===== config.mk =====
export PLATFORM = sky130hd
export DESIGN_NAME = spi_xip_top
export DESIGN_NICKNAME = d
export VERILOG_FILES = /design/src/verilog/spi_xip_pkg.sv /design/src/verilog/xip_bridge.sv /design/src/verilog/spi_regs.sv /design/src/verilog/spi_shifter.sv /design/src/verilog/spi_xip_top.sv
export SDC_FILE = /design/constraint.sdc
export NUM_CORES = 1
export LEC_CHECK = 0
export BUFFER_PORTS_ARGS = -buffer_cell sky130_fd_sc_hd__buf_4
export CAP_MARGIN = 40
export CORE_ASPECT_RATIO = 0.5
export CORE_MARGIN = 3
export CORE_UTILIZATION = 45
export DETAILED_ROUTE_END_ITERATION = 16
export PLACE_DENSITY = 0.64
export SLEW_MARGIN = 20
export SYNTH_ARGS = -nofsm -noshare
export SYNTH_HDL_FRONTEND = slang
export SYNTH_HIERARCHICAL = 1
export SYNTH_SLANG_ARGS = --single-unit

===== constraint.sdc =====
create_clock -name clk -period 16.7 [get_ports clk]
set_input_delay 2.505 -clock clk [delete_from_list [all_inputs] [get_ports clk]]
set_output_delay 2.505 -clock clk [all_outputs]
set_load 0.05 [all_outputs]

===== src/verilog/spi_xip_pkg.sv =====
// SPI XIP bridge shared definitions
// register map, CTL bit positions, internal bus and shift command types
`default_nettype none

package spi_xip_pkg;

  // register offsets, RXD0/RXD1 share the TXD0/TXD1 slots
  localparam logic [4:0] addr_txd0 = 5'h00;
  localparam logic [4:0] addr_txd1 = 5'h04;
  localparam logic [4:0] addr_ctl  = 5'h10;
  localparam logic [4:0] addr_div  = 5'h14;
  localparam logic [4:0] addr_cs   = 5'h18;

  localparam int ctl_go         = 8;
  localparam int ctl_rx_negedge = 9;
  localparam int ctl_tx_negedge = 10;
  localparam int ctl_lsb        = 11;
  localparam int ctl_ie         = 12;
  localparam int ctl_ass        = 13;
  localparam int ctl_rd_endian  = 14;
  localparam int ctl_cpol       = 15;

  localparam logic [7:0] flash_read_op = 8'h03;

  // go, auto select, irq enable, launch on falling edge, swapped readback, 64 bits
  localparam logic [31:0] flash_ctl_word = (32'd1 << ctl_go) | (32'd1 << ctl_ass) |
                                           (32'd1 << ctl_ie) | (32'd1 << ctl_tx_negedge) |
                                           (32'd1 << ctl_rd_endian) | 32'd64;

  typedef struct packed {
    logic [4:0]  addr;
    logic        sel;
    logic        enable;
    logic        write;
    logic [31:0] wdata;
  } apb_req_t;

  typedef struct packed {
    logic [31:0] rdata;
    logic        ready;
    logic        slverr;
  } apb_rsp_t;

  typedef struct packed {
    logic        go;          // one cycle
    logic [6:0]  char_len;    // 0 means 64
    logic        lsb;
    logic        tx_negedge;
    logic        rx_negedge;
    logic        cpol;
    logic [15:0] div;
  } shift_cmd_t;

  typedef union packed {
    logic [31:0] raw;
    struct packed {
      logic [7:0]  opcode;    // first on the wire
      logic [23:0] addr24;
    } frame;
  } txd1_u;

endpackage

`default_nettype wire


===== src/verilog/xip_bridge.sv =====
// XIP bridge front end
// decodes the flash window, runs the flash read sequence or a single
// pass-through access, and steps each access onto the internal APB bus
`timescale 1ns/1ps
`default_nettype none

module xip_bridge #(
  parameter logic [31:0] flash_base  = 32'h3000_0000,
  parameter logic [31:0] flash_limit = 32'h3fff_ffff
) (
  input  logic                    clk,
  input  logic                    resetn,
  input  logic [31:0]             paddr,
  input  logic                    psel,
  input  logic                    penable,
  input  logic                    pwrite,
  input  logic [31:0]             pwdata,
  output logic                    pready,
  output logic [31:0]             prdata,
  output logic                    pslverr,
  output spi_xip_pkg::apb_req_t   req,
  input  spi_xip_pkg::apb_rsp_t   rsp,
  input  logic                    irq_flag,
  output logic                    irq
);

  typedef enum logic [2:0] {
    cmd_idle,
    cmd_csr,
    cmd_wr_txd0,
    cmd_wr_txd1,
    cmd_wr_ctl,
    cmd_wait_irq,
    cmd_rd_rxd0
  } cmd_state_t;

  typedef enum logic {
    st_setup,
    st_access
  } step_state_t;

  cmd_state_t          cmd_state;
  cmd_state_t          cmd_next;
  step_state_t         step_state;
  logic [23:0]         addr_q;
  logic                access;
  logic                is_flash;
  logic                step_go;
  logic                fire;
  logic                finish;
  logic                irq_mask;
  spi_xip_pkg::txd1_u  txd1_word;

  assign access   = psel && penable && !pready;  // not on the completion cycle
  assign is_flash = (paddr >= flash_base) && (paddr <= flash_limit);
  assign step_go  = (cmd_state != cmd_idle) && (cmd_state != cmd_wait_irq);
  assign fire     = (step_state == st_access) && rsp.ready;
  assign finish   = fire && ((cmd_state == cmd_csr) || (cmd_state == cmd_rd_rxd0));

  always_comb begin
    txd1_word.frame.opcode = spi_xip_pkg::flash_read_op;
    txd1_word.frame.addr24 = addr_q;
  end

  always_comb begin
    cmd_next = cmd_state;
    case (cmd_state)
      cmd_idle: begin
        if (access && !(is_flash && pwrite)) begin
          cmd_next = is_flash ? cmd_wr_txd0 : cmd_csr;
        end
      end
      cmd_csr, cmd_rd_rxd0: if (fire) cmd_next = cmd_idle;
      cmd_wr_txd0:          if (fire) cmd_next = cmd_wr_txd1;
      cmd_wr_txd1:          if (fire) cmd_next = cmd_wr_ctl;
      cmd_wr_ctl:           if (fire) cmd_next = cmd_wait_irq;
      cmd_wait_irq:         if (irq_flag) cmd_next = cmd_rd_rxd0;
      default:              cmd_next = cmd_idle;
    endcase
  end

  always_comb begin
    req.sel    = (step_state == st_access) || step_go;
    req.enable = (step_state == st_access);
    req.write  = 1'b1;
    req.wdata  = '0;
    req.addr   = spi_xip_pkg::addr_txd0;
    case (cmd_state)
      cmd_csr: begin
        req.addr  = addr_q[4:0];
        req.write = pwrite;
        req.wdata = pwdata;  // held by the master until pready
      end
      cmd_wr_txd1: begin
        req.addr  = spi_xip_pkg::addr_txd1;
        req.wdata = txd1_word.raw;
      end
      cmd_wr_ctl: begin
        req.addr  = spi_xip_pkg::addr_ctl;
        req.wdata = spi_xip_pkg::flash_ctl_word;
      end
      cmd_rd_rxd0: req.write = 1'b0;
      default: ;
    endcase
  end

  always_ff @(posedge clk or negedge resetn) begin
    if (!resetn) begin
      cmd_state  <= cmd_idle;
      step_state <= st_setup;
      pready     <= 1'b0;
      pslverr    <= 1'b0;
      irq_mask   <= 1'b0;
    end else begin
      cmd_state <= cmd_next;
      pready    <= 1'b0;
      pslverr   <= 1'b0;
      case (step_state)
        st_setup:  if (step_go) step_state <= st_access;
        default:   if (rsp.ready) step_state <= st_setup;
      endcase
      if ((cmd_state == cmd_idle) && access && is_flash && pwrite) begin
        pready  <= 1'b1;  // flash is read only
        pslverr <= 1'b1;
      end
      if (finish) begin
        pready  <= 1'b1;
        pslverr <= rsp.slverr;
      end
      // hide the flag raised by our own read until software clears it
      if ((cmd_state == cmd_wait_irq) && irq_flag) begin
        irq_mask <= 1'b1;
      end else if (!irq_flag) begin
        irq_mask <= 1'b0;
      end
    end
  end

  always_ff @(posedge clk) begin
    if ((cmd_state == cmd_idle) && access) addr_q <= {paddr[23:2], 2'b00};
    if (finish) prdata <= rsp.rdata;
  end

  assign irq = irq_flag && !irq_mask &&
               ((cmd_state == cmd_idle) || (cmd_state == cmd_csr));

endmodule

`default_nettype wire


===== src/verilog/spi_regs.sv =====
// SPI master register file
// internal APB slave with TX/RX data, control, divider and chip select,
// launches transfers and raises the completion flag
`timescale 1ns/1ps
`default_nettype none

module spi_regs #(
  parameter int cs_num = 2
) (
  input  logic                      clk,
  input  logic                      resetn,
  input  spi_xip_pkg::apb_req_t     req,
  output spi_xip_pkg::apb_rsp_t     rsp,
  output spi_xip_pkg::shift_cmd_t   cmd,
  output logic [63:0]               tx_data,
  input  logic                      busy,
  input  logic                      done,
  input  logic [63:0]               rx_data,
  output logic                      irq_flag,
  output logic [cs_num-1:0]         cs_n
);

  logic [31:0]         txd0_q;
  spi_xip_pkg::txd1_u  txd1_q;
  logic [15:0]         ctl_q;
  logic [15:0]         div_q;
  logic [cs_num-1:0]   cs_q;
  logic [cs_num-1:0]   ass_sel;
  logic [63:0]         rx_q;
  logic [31:0]         rxd0;
  logic                go_q;
  logic                wr;
  logic                ctl_take;
  logic                running;

  assign wr      = req.sel && req.enable && req.write;
  assign running = busy || go_q;
  // GO while a transfer runs drops the whole write
  assign ctl_take = wr && (req.addr == spi_xip_pkg::addr_ctl) &&
                    !(req.wdata[spi_xip_pkg::ctl_go] && running);

  assign rxd0 = ctl_q[spi_xip_pkg::ctl_rd_endian] ?
                {rx_q[7:0], rx_q[15:8], rx_q[23:16], rx_q[31:24]} : rx_q[31:0];

  always_ff @(posedge clk or negedge resetn) begin
    if (!resetn) begin
      ctl_q    <= '0;
      div_q    <= '0;
      cs_q     <= '0;
      go_q     <= 1'b0;
      irq_flag <= 1'b0;
    end else begin
      go_q <= ctl_take && req.wdata[spi_xip_pkg::ctl_go];
      if (ctl_take) begin
        ctl_q                   <= req.wdata[15:0];
        ctl_q[spi_xip_pkg::ctl_go] <= 1'b0;  // go lives in go_q and busy
      end
      if (wr && (req.addr == spi_xip_pkg::addr_div)) div_q <= req.wdata[15:0];
      if (wr && (req.addr == spi_xip_pkg::addr_cs)) cs_q <= req.wdata[cs_num-1:0];
      if (done && ctl_q[spi_xip_pkg::ctl_ie]) begin
        irq_flag <= 1'b1;
      end else if (ctl_take) begin
        irq_flag <= 1'b0;
      end
    end
  end

  always_ff @(posedge clk) begin
    if (wr && (req.addr == spi_xip_pkg::addr_txd0)) txd0_q <= req.wdata;
    if (wr && (req.addr == spi_xip_pkg::addr_txd1)) txd1_q.raw <= req.wdata;
    if (done) rx_q <= rx_data;
  end

  always_comb begin
    rsp.ready  = req.sel && req.enable;  // no wait states
    rsp.slverr = 1'b0;
    rsp.rdata  = '0;
    case (req.addr)
      spi_xip_pkg::addr_txd0: rsp.rdata = rxd0;
      spi_xip_pkg::addr_txd1: rsp.rdata = rx_q[63:32];
      spi_xip_pkg::addr_ctl: begin
        rsp.rdata[15:0]               = ctl_q;
        rsp.rdata[spi_xip_pkg::ctl_go] = running;
      end
      spi_xip_pkg::addr_div:  rsp.rdata[15:0] = div_q;
      spi_xip_pkg::addr_cs:   rsp.rdata[cs_num-1:0] = cs_q;
      default:                rsp.slverr = rsp.ready;  // unmapped offset
    endcase
  end

  assign cmd.go         = go_q;
  assign cmd.char_len   = ctl_q[6:0];
  assign cmd.lsb        = ctl_q[spi_xip_pkg::ctl_lsb];
  assign cmd.tx_negedge = ctl_q[spi_xip_pkg::ctl_tx_negedge];
  assign cmd.rx_negedge = ctl_q[spi_xip_pkg::ctl_rx_negedge];
  assign cmd.cpol       = ctl_q[spi_xip_pkg::ctl_cpol];
  assign cmd.div        = div_q;

  assign tx_data = {txd1_q.raw, txd0_q};

  // auto select falls back to device 0, the boot flash
  always_comb begin
    ass_sel = cs_q;
    if (cs_q == '0) ass_sel[0] = 1'b1;
  end

  assign cs_n = ctl_q[spi_xip_pkg::ctl_ass] ? ~(busy ? ass_sel : '0) : ~cs_q;

endmodule

`default_nettype wire


===== src/verilog/spi_shifter.sv =====
// SPI shift engine
// divides the system clock into sclk and moves up to 64 bits each way,
// with selectable launch and sample edges, bit order and idle polarity
`timescale 1ns/1ps
`default_nettype none

module spi_shifter (
  input  logic                      clk,
  input  logic                      resetn,
  input  spi_xip_pkg::shift_cmd_t   cmd,
  input  logic [63:0]               tx_data,
  output logic                      sclk,
  output logic                      mosi,
  input  logic                      miso,
  output logic                      busy,
  output logic                      done,
  output logic [63:0]               rx_data
);

  logic [15:0] div_q;
  logic [15:0] cnt;
  logic [6:0]  len_q;
  logic [6:0]  len_in;
  logic        lsb_q;
  logic        tx_neg_q;
  logic        rx_neg_q;
  logic [7:0]  edge_cnt;
  logic        sampled;
  logic [63:0] tx_sr;
  logic [63:0] rx_sr;
  logic        start;
  logic        tick;
  logic        to_high;
  logic        launch;
  logic        sample;
  logic        last;

  assign len_in  = (cmd.char_len == 7'd0) ? 7'd64 : cmd.char_len;
  assign start   = !busy && cmd.go;
  assign tick    = busy && (cnt == div_q);  // sclk toggles this cycle
  assign to_high = ~sclk;
  assign launch  = tick && (to_high ^ tx_neg_q);
  assign sample  = tick && (to_high ^ rx_neg_q);
  assign last    = tick && (edge_cnt == ({len_q, 1'b0} - 8'd1));

  always_ff @(posedge clk or negedge resetn) begin
    if (!resetn) begin
      busy     <= 1'b0;
      done     <= 1'b0;
      sclk     <= 1'b0;
      cnt      <= '0;
      edge_cnt <= '0;
      sampled  <= 1'b0;
      div_q    <= '0;
      len_q    <= 7'd64;
      lsb_q    <= 1'b0;
      tx_neg_q <= 1'b0;
      rx_neg_q <= 1'b0;
    end else begin
      done <= 1'b0;
      if (!busy) begin
        sclk <= cmd.cpol;  // idle level follows CPOL
        if (cmd.go) begin
          busy     <= 1'b1;
          cnt      <= '0;
          edge_cnt <= '0;
          sampled  <= 1'b0;
          div_q    <= cmd.div;
          len_q    <= len_in;
          lsb_q    <= cmd.lsb;
          tx_neg_q <= cmd.tx_negedge;
          rx_neg_q <= cmd.rx_negedge;
        end
      end else if (tick) begin
        cnt      <= '0;
        sclk     <= ~sclk;
        edge_cnt <= edge_cnt + 8'd1;
        if (sample) sampled <= 1'b1;
        if (last) begin
          busy <= 1'b0;
          done <= 1'b1;
        end
      end else begin
        cnt <= cnt + 16'd1;
      end
    end
  end

  // first bit is on the line at start, later launch edges advance it
  always_ff @(posedge clk) begin
    if (start) begin
      tx_sr <= cmd.lsb ? tx_data : (tx_data << (7'd64 - len_in));
      rx_sr <= '0;
    end else begin
      if (launch && sampled) tx_sr <= lsb_q ? (tx_sr >> 1) : (tx_sr << 1);
      if (sample) rx_sr <= lsb_q ? {miso, rx_sr[63:1]} : {rx_sr[62:0], miso};
    end
  end

  assign mosi    = busy && (lsb_q ? tx_sr[0] : tx_sr[63]);
  assign rx_data = lsb_q ? (rx_sr >> (7'd64 - len_q)) : rx_sr;

endmodule

`default_nettype wire


===== src/verilog/spi_xip_top.sv =====
// SPI XIP flash controller top level
// APB3 slave port in front of the bridge, register file and shift engine
`timescale 1ns/1ps
`default_nettype none

module spi_xip_top #(
  parameter logic [31:0] flash_base  = 32'h3000_0000,
  parameter logic [31:0] flash_limit = 32'h3fff_ffff,
  parameter int          cs_num      = 2
) (
  input  logic               clk,
  input  logic               resetn,
  input  logic [31:0]        paddr,
  input  logic               psel,
  input  logic               penable,
  input  logic               pwrite,
  input  logic [31:0]        pwdata,
  input  logic [3:0]         pstrb,    // not decoded, all registers are full words
  output logic               pready,
  output logic [31:0]        prdata,
  output logic               pslverr,
  output logic               sclk,
  output logic [cs_num-1:0]  cs_n,
  output logic               mosi,
  input  logic               miso,
  output logic               irq
);

  spi_xip_pkg::apb_req_t    req;
  spi_xip_pkg::apb_rsp_t    rsp;
  spi_xip_pkg::shift_cmd_t  cmd;
  logic [63:0]              tx_data;
  logic [63:0]              rx_data;
  logic                     busy;
  logic                     done;
  logic                     irq_flag;

  xip_bridge #(
    .flash_base (flash_base),
    .flash_limit(flash_limit)
  ) u_bridge (
    .clk     (clk),
    .resetn  (resetn),
    .paddr   (paddr),
    .psel    (psel),
    .penable (penable),
    .pwrite  (pwrite),
    .pwdata  (pwdata),
    .pready  (pready),
    .prdata  (prdata),
    .pslverr (pslverr),
    .req     (req),
    .rsp     (rsp),
    .irq_flag(irq_flag),
    .irq     (irq)
  );

  spi_regs #(
    .cs_num(cs_num)
  ) u_regs (
    .clk     (clk),
    .resetn  (resetn),
    .req     (req),
    .rsp     (rsp),
    .cmd     (cmd),
    .tx_data (tx_data),
    .busy    (busy),
    .done    (done),
    .rx_data (rx_data),
    .irq_flag(irq_flag),
    .cs_n    (cs_n)
  );

  spi_shifter u_shifter (
    .clk    (clk),
    .resetn (resetn),
    .cmd    (cmd),
    .tx_data(tx_data),
    .sclk   (sclk),
    .mosi   (mosi),
    .miso   (miso),
    .busy   (busy),
    .done   (done),
    .rx_data(rx_data)
  );

endmodule

`default_nettype wire


==> metrics.csv <==
stage;metric;value;unit
floorplanning;rows;62;
clocking;cts_root_buffer;clkbuf_16;
yosys;yosys-top-cells-count;nand2_1 (258), mux2i_1 (256), edfxtp_1 (246);
critical_path;criticalPathCategory;flip-flop to flip-flop;
floorplanning;dieArea;63300;um^2
critical_path;arrival;5000;ps
run_status;status;complete, no violations;
global_route;grt_use_total;27.0;%
drt;vias_per_cell;6.49;
yosys;synth-async-reset-ratio;23.6;%
drt;num_vias;21600;
placed_design;place_hpwl;62400;um
timing;fin_ws;11970;ps
clocking;clockBufferDepth;3;
timing;setup_viol;0;
yosys;postSynthAreaPerCell;10.7;um^2
critical_path;crit_fanout;40;
drt;dr.pass1.iters;6;
timing;hold_viol_final;0;
timing;finalMaxSlewViolations;0;
critical_path;path_cells;clkinv_1 > ha_4 > buf_4 > buf_16 > mux2_2 > mux4_2 > mux2i_1 > nor2_1 > nor2_1 > o221ai_1;
placed_design;place_congestion;0.971;
cells_and_area;drive_gt1_share;23.2;%
yosys;yosys_warnings;6;
hold_path;min_path_type;flip-flop to flip-flop;
drt;met1Wirelength;36800;um
placed_design;dp_slack;12040;ps
timing;final.setup_skew;15.6;ps
yosys;yosysMostFrequentCell;nand2_1;
floorplanning;die_h;179;um
drt;highest_layer;met4;
global_route;grt_pass1_vias;20500;
yosys;synth_area;27100;um^2
critical_path;slowest_delay;770;ps
drt;met3_length;7200;um
drt;drt_iter0_drc;2693;
power;p_leak;10.5;nW
yosys;ys_types;90;
run;maxCapViolCount;0;
clocking;clock_latency;570;ps
clocking;clkTransAtPathRegs;70;ps
critical_path;r2r_slack;11970;ps
power;powerDensity;88.6;nW/um^2
timing;fin_crit;4730;ps
yosys;yosysTopAreaCellShare;27.3;%
clocking;clock_sinks;406;
drt;ant_nets;0;
floorplanning;core_area;58400;um^2
floorplanning;die-width;353;um
cells_and_area;num_antenna_cells;0;
floorplanning;num_io_pins;113;
critical_path;crit_path_frequent_cell;nor2_1;
cells_and_area;synthToLayoutAreaGrowth;10.4;%
cells_and_area;fillerInstances;5239;
critical_path;crit_slowest_cell;ha_4;
clocking;cts_resized;0;
drt;routed_wl;88000;um
timing;slew_headroom;39.9;%
timing;fin_crit_sh;28.4;%
timing;setup_tns;0;ps
power;ir_drop;0.0858;mV
timing;fmax;0.211;GHz
placed_design;io_buffer_count;102;
clocking;postCtsSetupRepairBufs;0;
clocking;cts_inserted_buffers;40;
yosys;ys_ff_latch;406;
drt;post_drt_wl_per_cell;26.5;um
clocking;cts_tree;built;
yosys;synth_area_leaders;edfxtp_1 (27%), mux4_2 (10%), mux2i_1 (9.5%);
global_route;grt_pass1_wl;133000;um
global_route;grt_overflow;0;
floorplanning;initial_utilization;46.3;%
critical_path;path_buf_inv;3;
critical_path;cp-end-kind;flip-flop;
drt;drc;0;
yosys;yosys.area.top_type;edfxtp_1;
yosys;syn-instance-count;2521;
yosys;synthFlopType;edfxtp_1;
timing;worst_pin_slew;902;ps
yosys;synth_edf_count;246;
drt;route.met2.wl;40700;um
clocking;cts_hold_buf;0;
clocking;htree_levels;2;
critical_path;crit_family;multiplexers;
global_route;antenna_found_initial;0;
yosys;ys_seq_area_share;40.9;%
timing;rsz0062_at_grt;no;
critical_path;cp-start-kind;flip-flop;
cells_and_area;layout.nets;2569;
critical_path;required;16970;ps
global_route;grt_max_degree;131;
## report_power, final
group	internal, W	total [W]	leakage, nW	switching, W
sequential	0.00113	0.00124	4.04	0.000115
combinational	0.000216	0.000459	5.83	0.000243
clock	0.000523	0.000946	0.648	0.000423
total	0.00187	0.00265	10.5	0.000780
## flip-flops by register name, indices dropped and copies added, names as in the netlist, 2 cells and up
name / cells
u_regs/rx_q: 64
u_shifter/rx_sr: 64
u_shifter/tx_sr: 64
u_bridge/prdata: 32
u_regs/txd0_q: 32
u_regs/txd1_q: 32
u_bridge/addr_q: 22
u_regs/div_q: 16
u_shifter/cnt: 16
u_shifter/div_q: 16
u_regs/ctl_q: 15
u_shifter/edge_cnt: 8
u_shifter/len_q: 7
u_bridge/cmd_state: 3
u_regs/cs_q: 2
## cells in the final DEF (no fill, tap or decap), types with 9 or more instances in the layout
cell / n
mux2i_1: 256
and3_1: 13
a211oi_2: 35
inv_1: 22
o21ai_0: 79
a311oi_1: 20
a211oi_1: 18
edfxtp_1: 246
a31oi_1: 37
clkbuf_16: 41
nand3_1: 141
and2_1: 20
mux2_2: 144
dfrtp_1: 90
o2111ai_1: 13
dfxtp_1: 64
nor3_1: 17
o211ai_1: 24
mux4_2: 120
xnor2_1: 24
o221ai_1: 62
nand2_1: 258
o2bb2ai_1: 50
nand2b_1: 10
o21ai_1: 14
buf_4: 149
a21oi_1: 75
a22o_1: 9
nor2b_1: 11
nand4_1: 29
nor2_1: 237
## final timing paths
path | cells after the start | to | from
min | 1 | u_shifter/sampled$_DFFE_PN0P_ | u_shifter/sampled$_DFFE_PN0P_
max reg2reg | 10 | u_shifter/tx_sr[28]$_DFFE_PP_ | u_regs/ctl_q[0]$_DFFE_PN0P_
max in group asynchronous | 2 | u_shifter/lsb_q$_DFFE_PN0P_ | resetn
max | 10 | u_shifter/tx_sr[28]$_DFFE_PP_ | u_regs/ctl_q[0]$_DFFE_PN0P_
min in group asynchronous | 1 | u_bridge/pready$_DFF_PN0_ | resetn
min reg2reg | 1 | u_shifter/sampled$_DFFE_PN0P_ | u_shifter/sampled$_DFFE_PN0P_
## per-stage QoR
step	utilization [%]	power (W)	std cells	hold WS (ps)	cell area, um^2
after floorplan	-	0.00153	2522	449	27100
after CTS	50.9	0.00265	3318	482	29800
after global placement	48.4	0.00169	3235	466	28300
after global routing	51.2	0.00275	3323	518	29900
final	51.2	0.00265	3323	477	29900
after detailed placement	48.6	0.00170	3244	466	28400
## logic make-up after synthesis
kind of cell / count (synthesis) / synth area share, %
DFF: 406 / 40.9
xor gates and xnor gates: 43 / 1.54
other: 1 / 0.0139
muxes: 520 / 25.4
buffers and inverters: 261 / 4.51
adders and majority gates: 4 / 0.185
and+or+nand+nor: 785 / 13.4
AOI/OAI and AO/OA: 501 / 14.0
## area by class of cell
type / count / area (um^2) / area share, %
multi-input combinational: 1855 / 15000 / 50.0
sequential: 406 / 11100 / 37.1
timing repair buffer: 162 / 1410 / 4.73
clock buffer: 50 / 1110 / 3.71
tap: 800 / 1000 / 3.35
clock inverter: 24 / 228 / 0.762
inverter: 26 / 97.6 / 0.327
## metal layers
layer	track usage [%]	up-vias
li1	-	9628
met1	38.2	10800
met2	42.6	1011
met3	4.15	181
met4	9.15	0
met5	0	-
No activity file was read; power rests on OpenSTA's default activity.
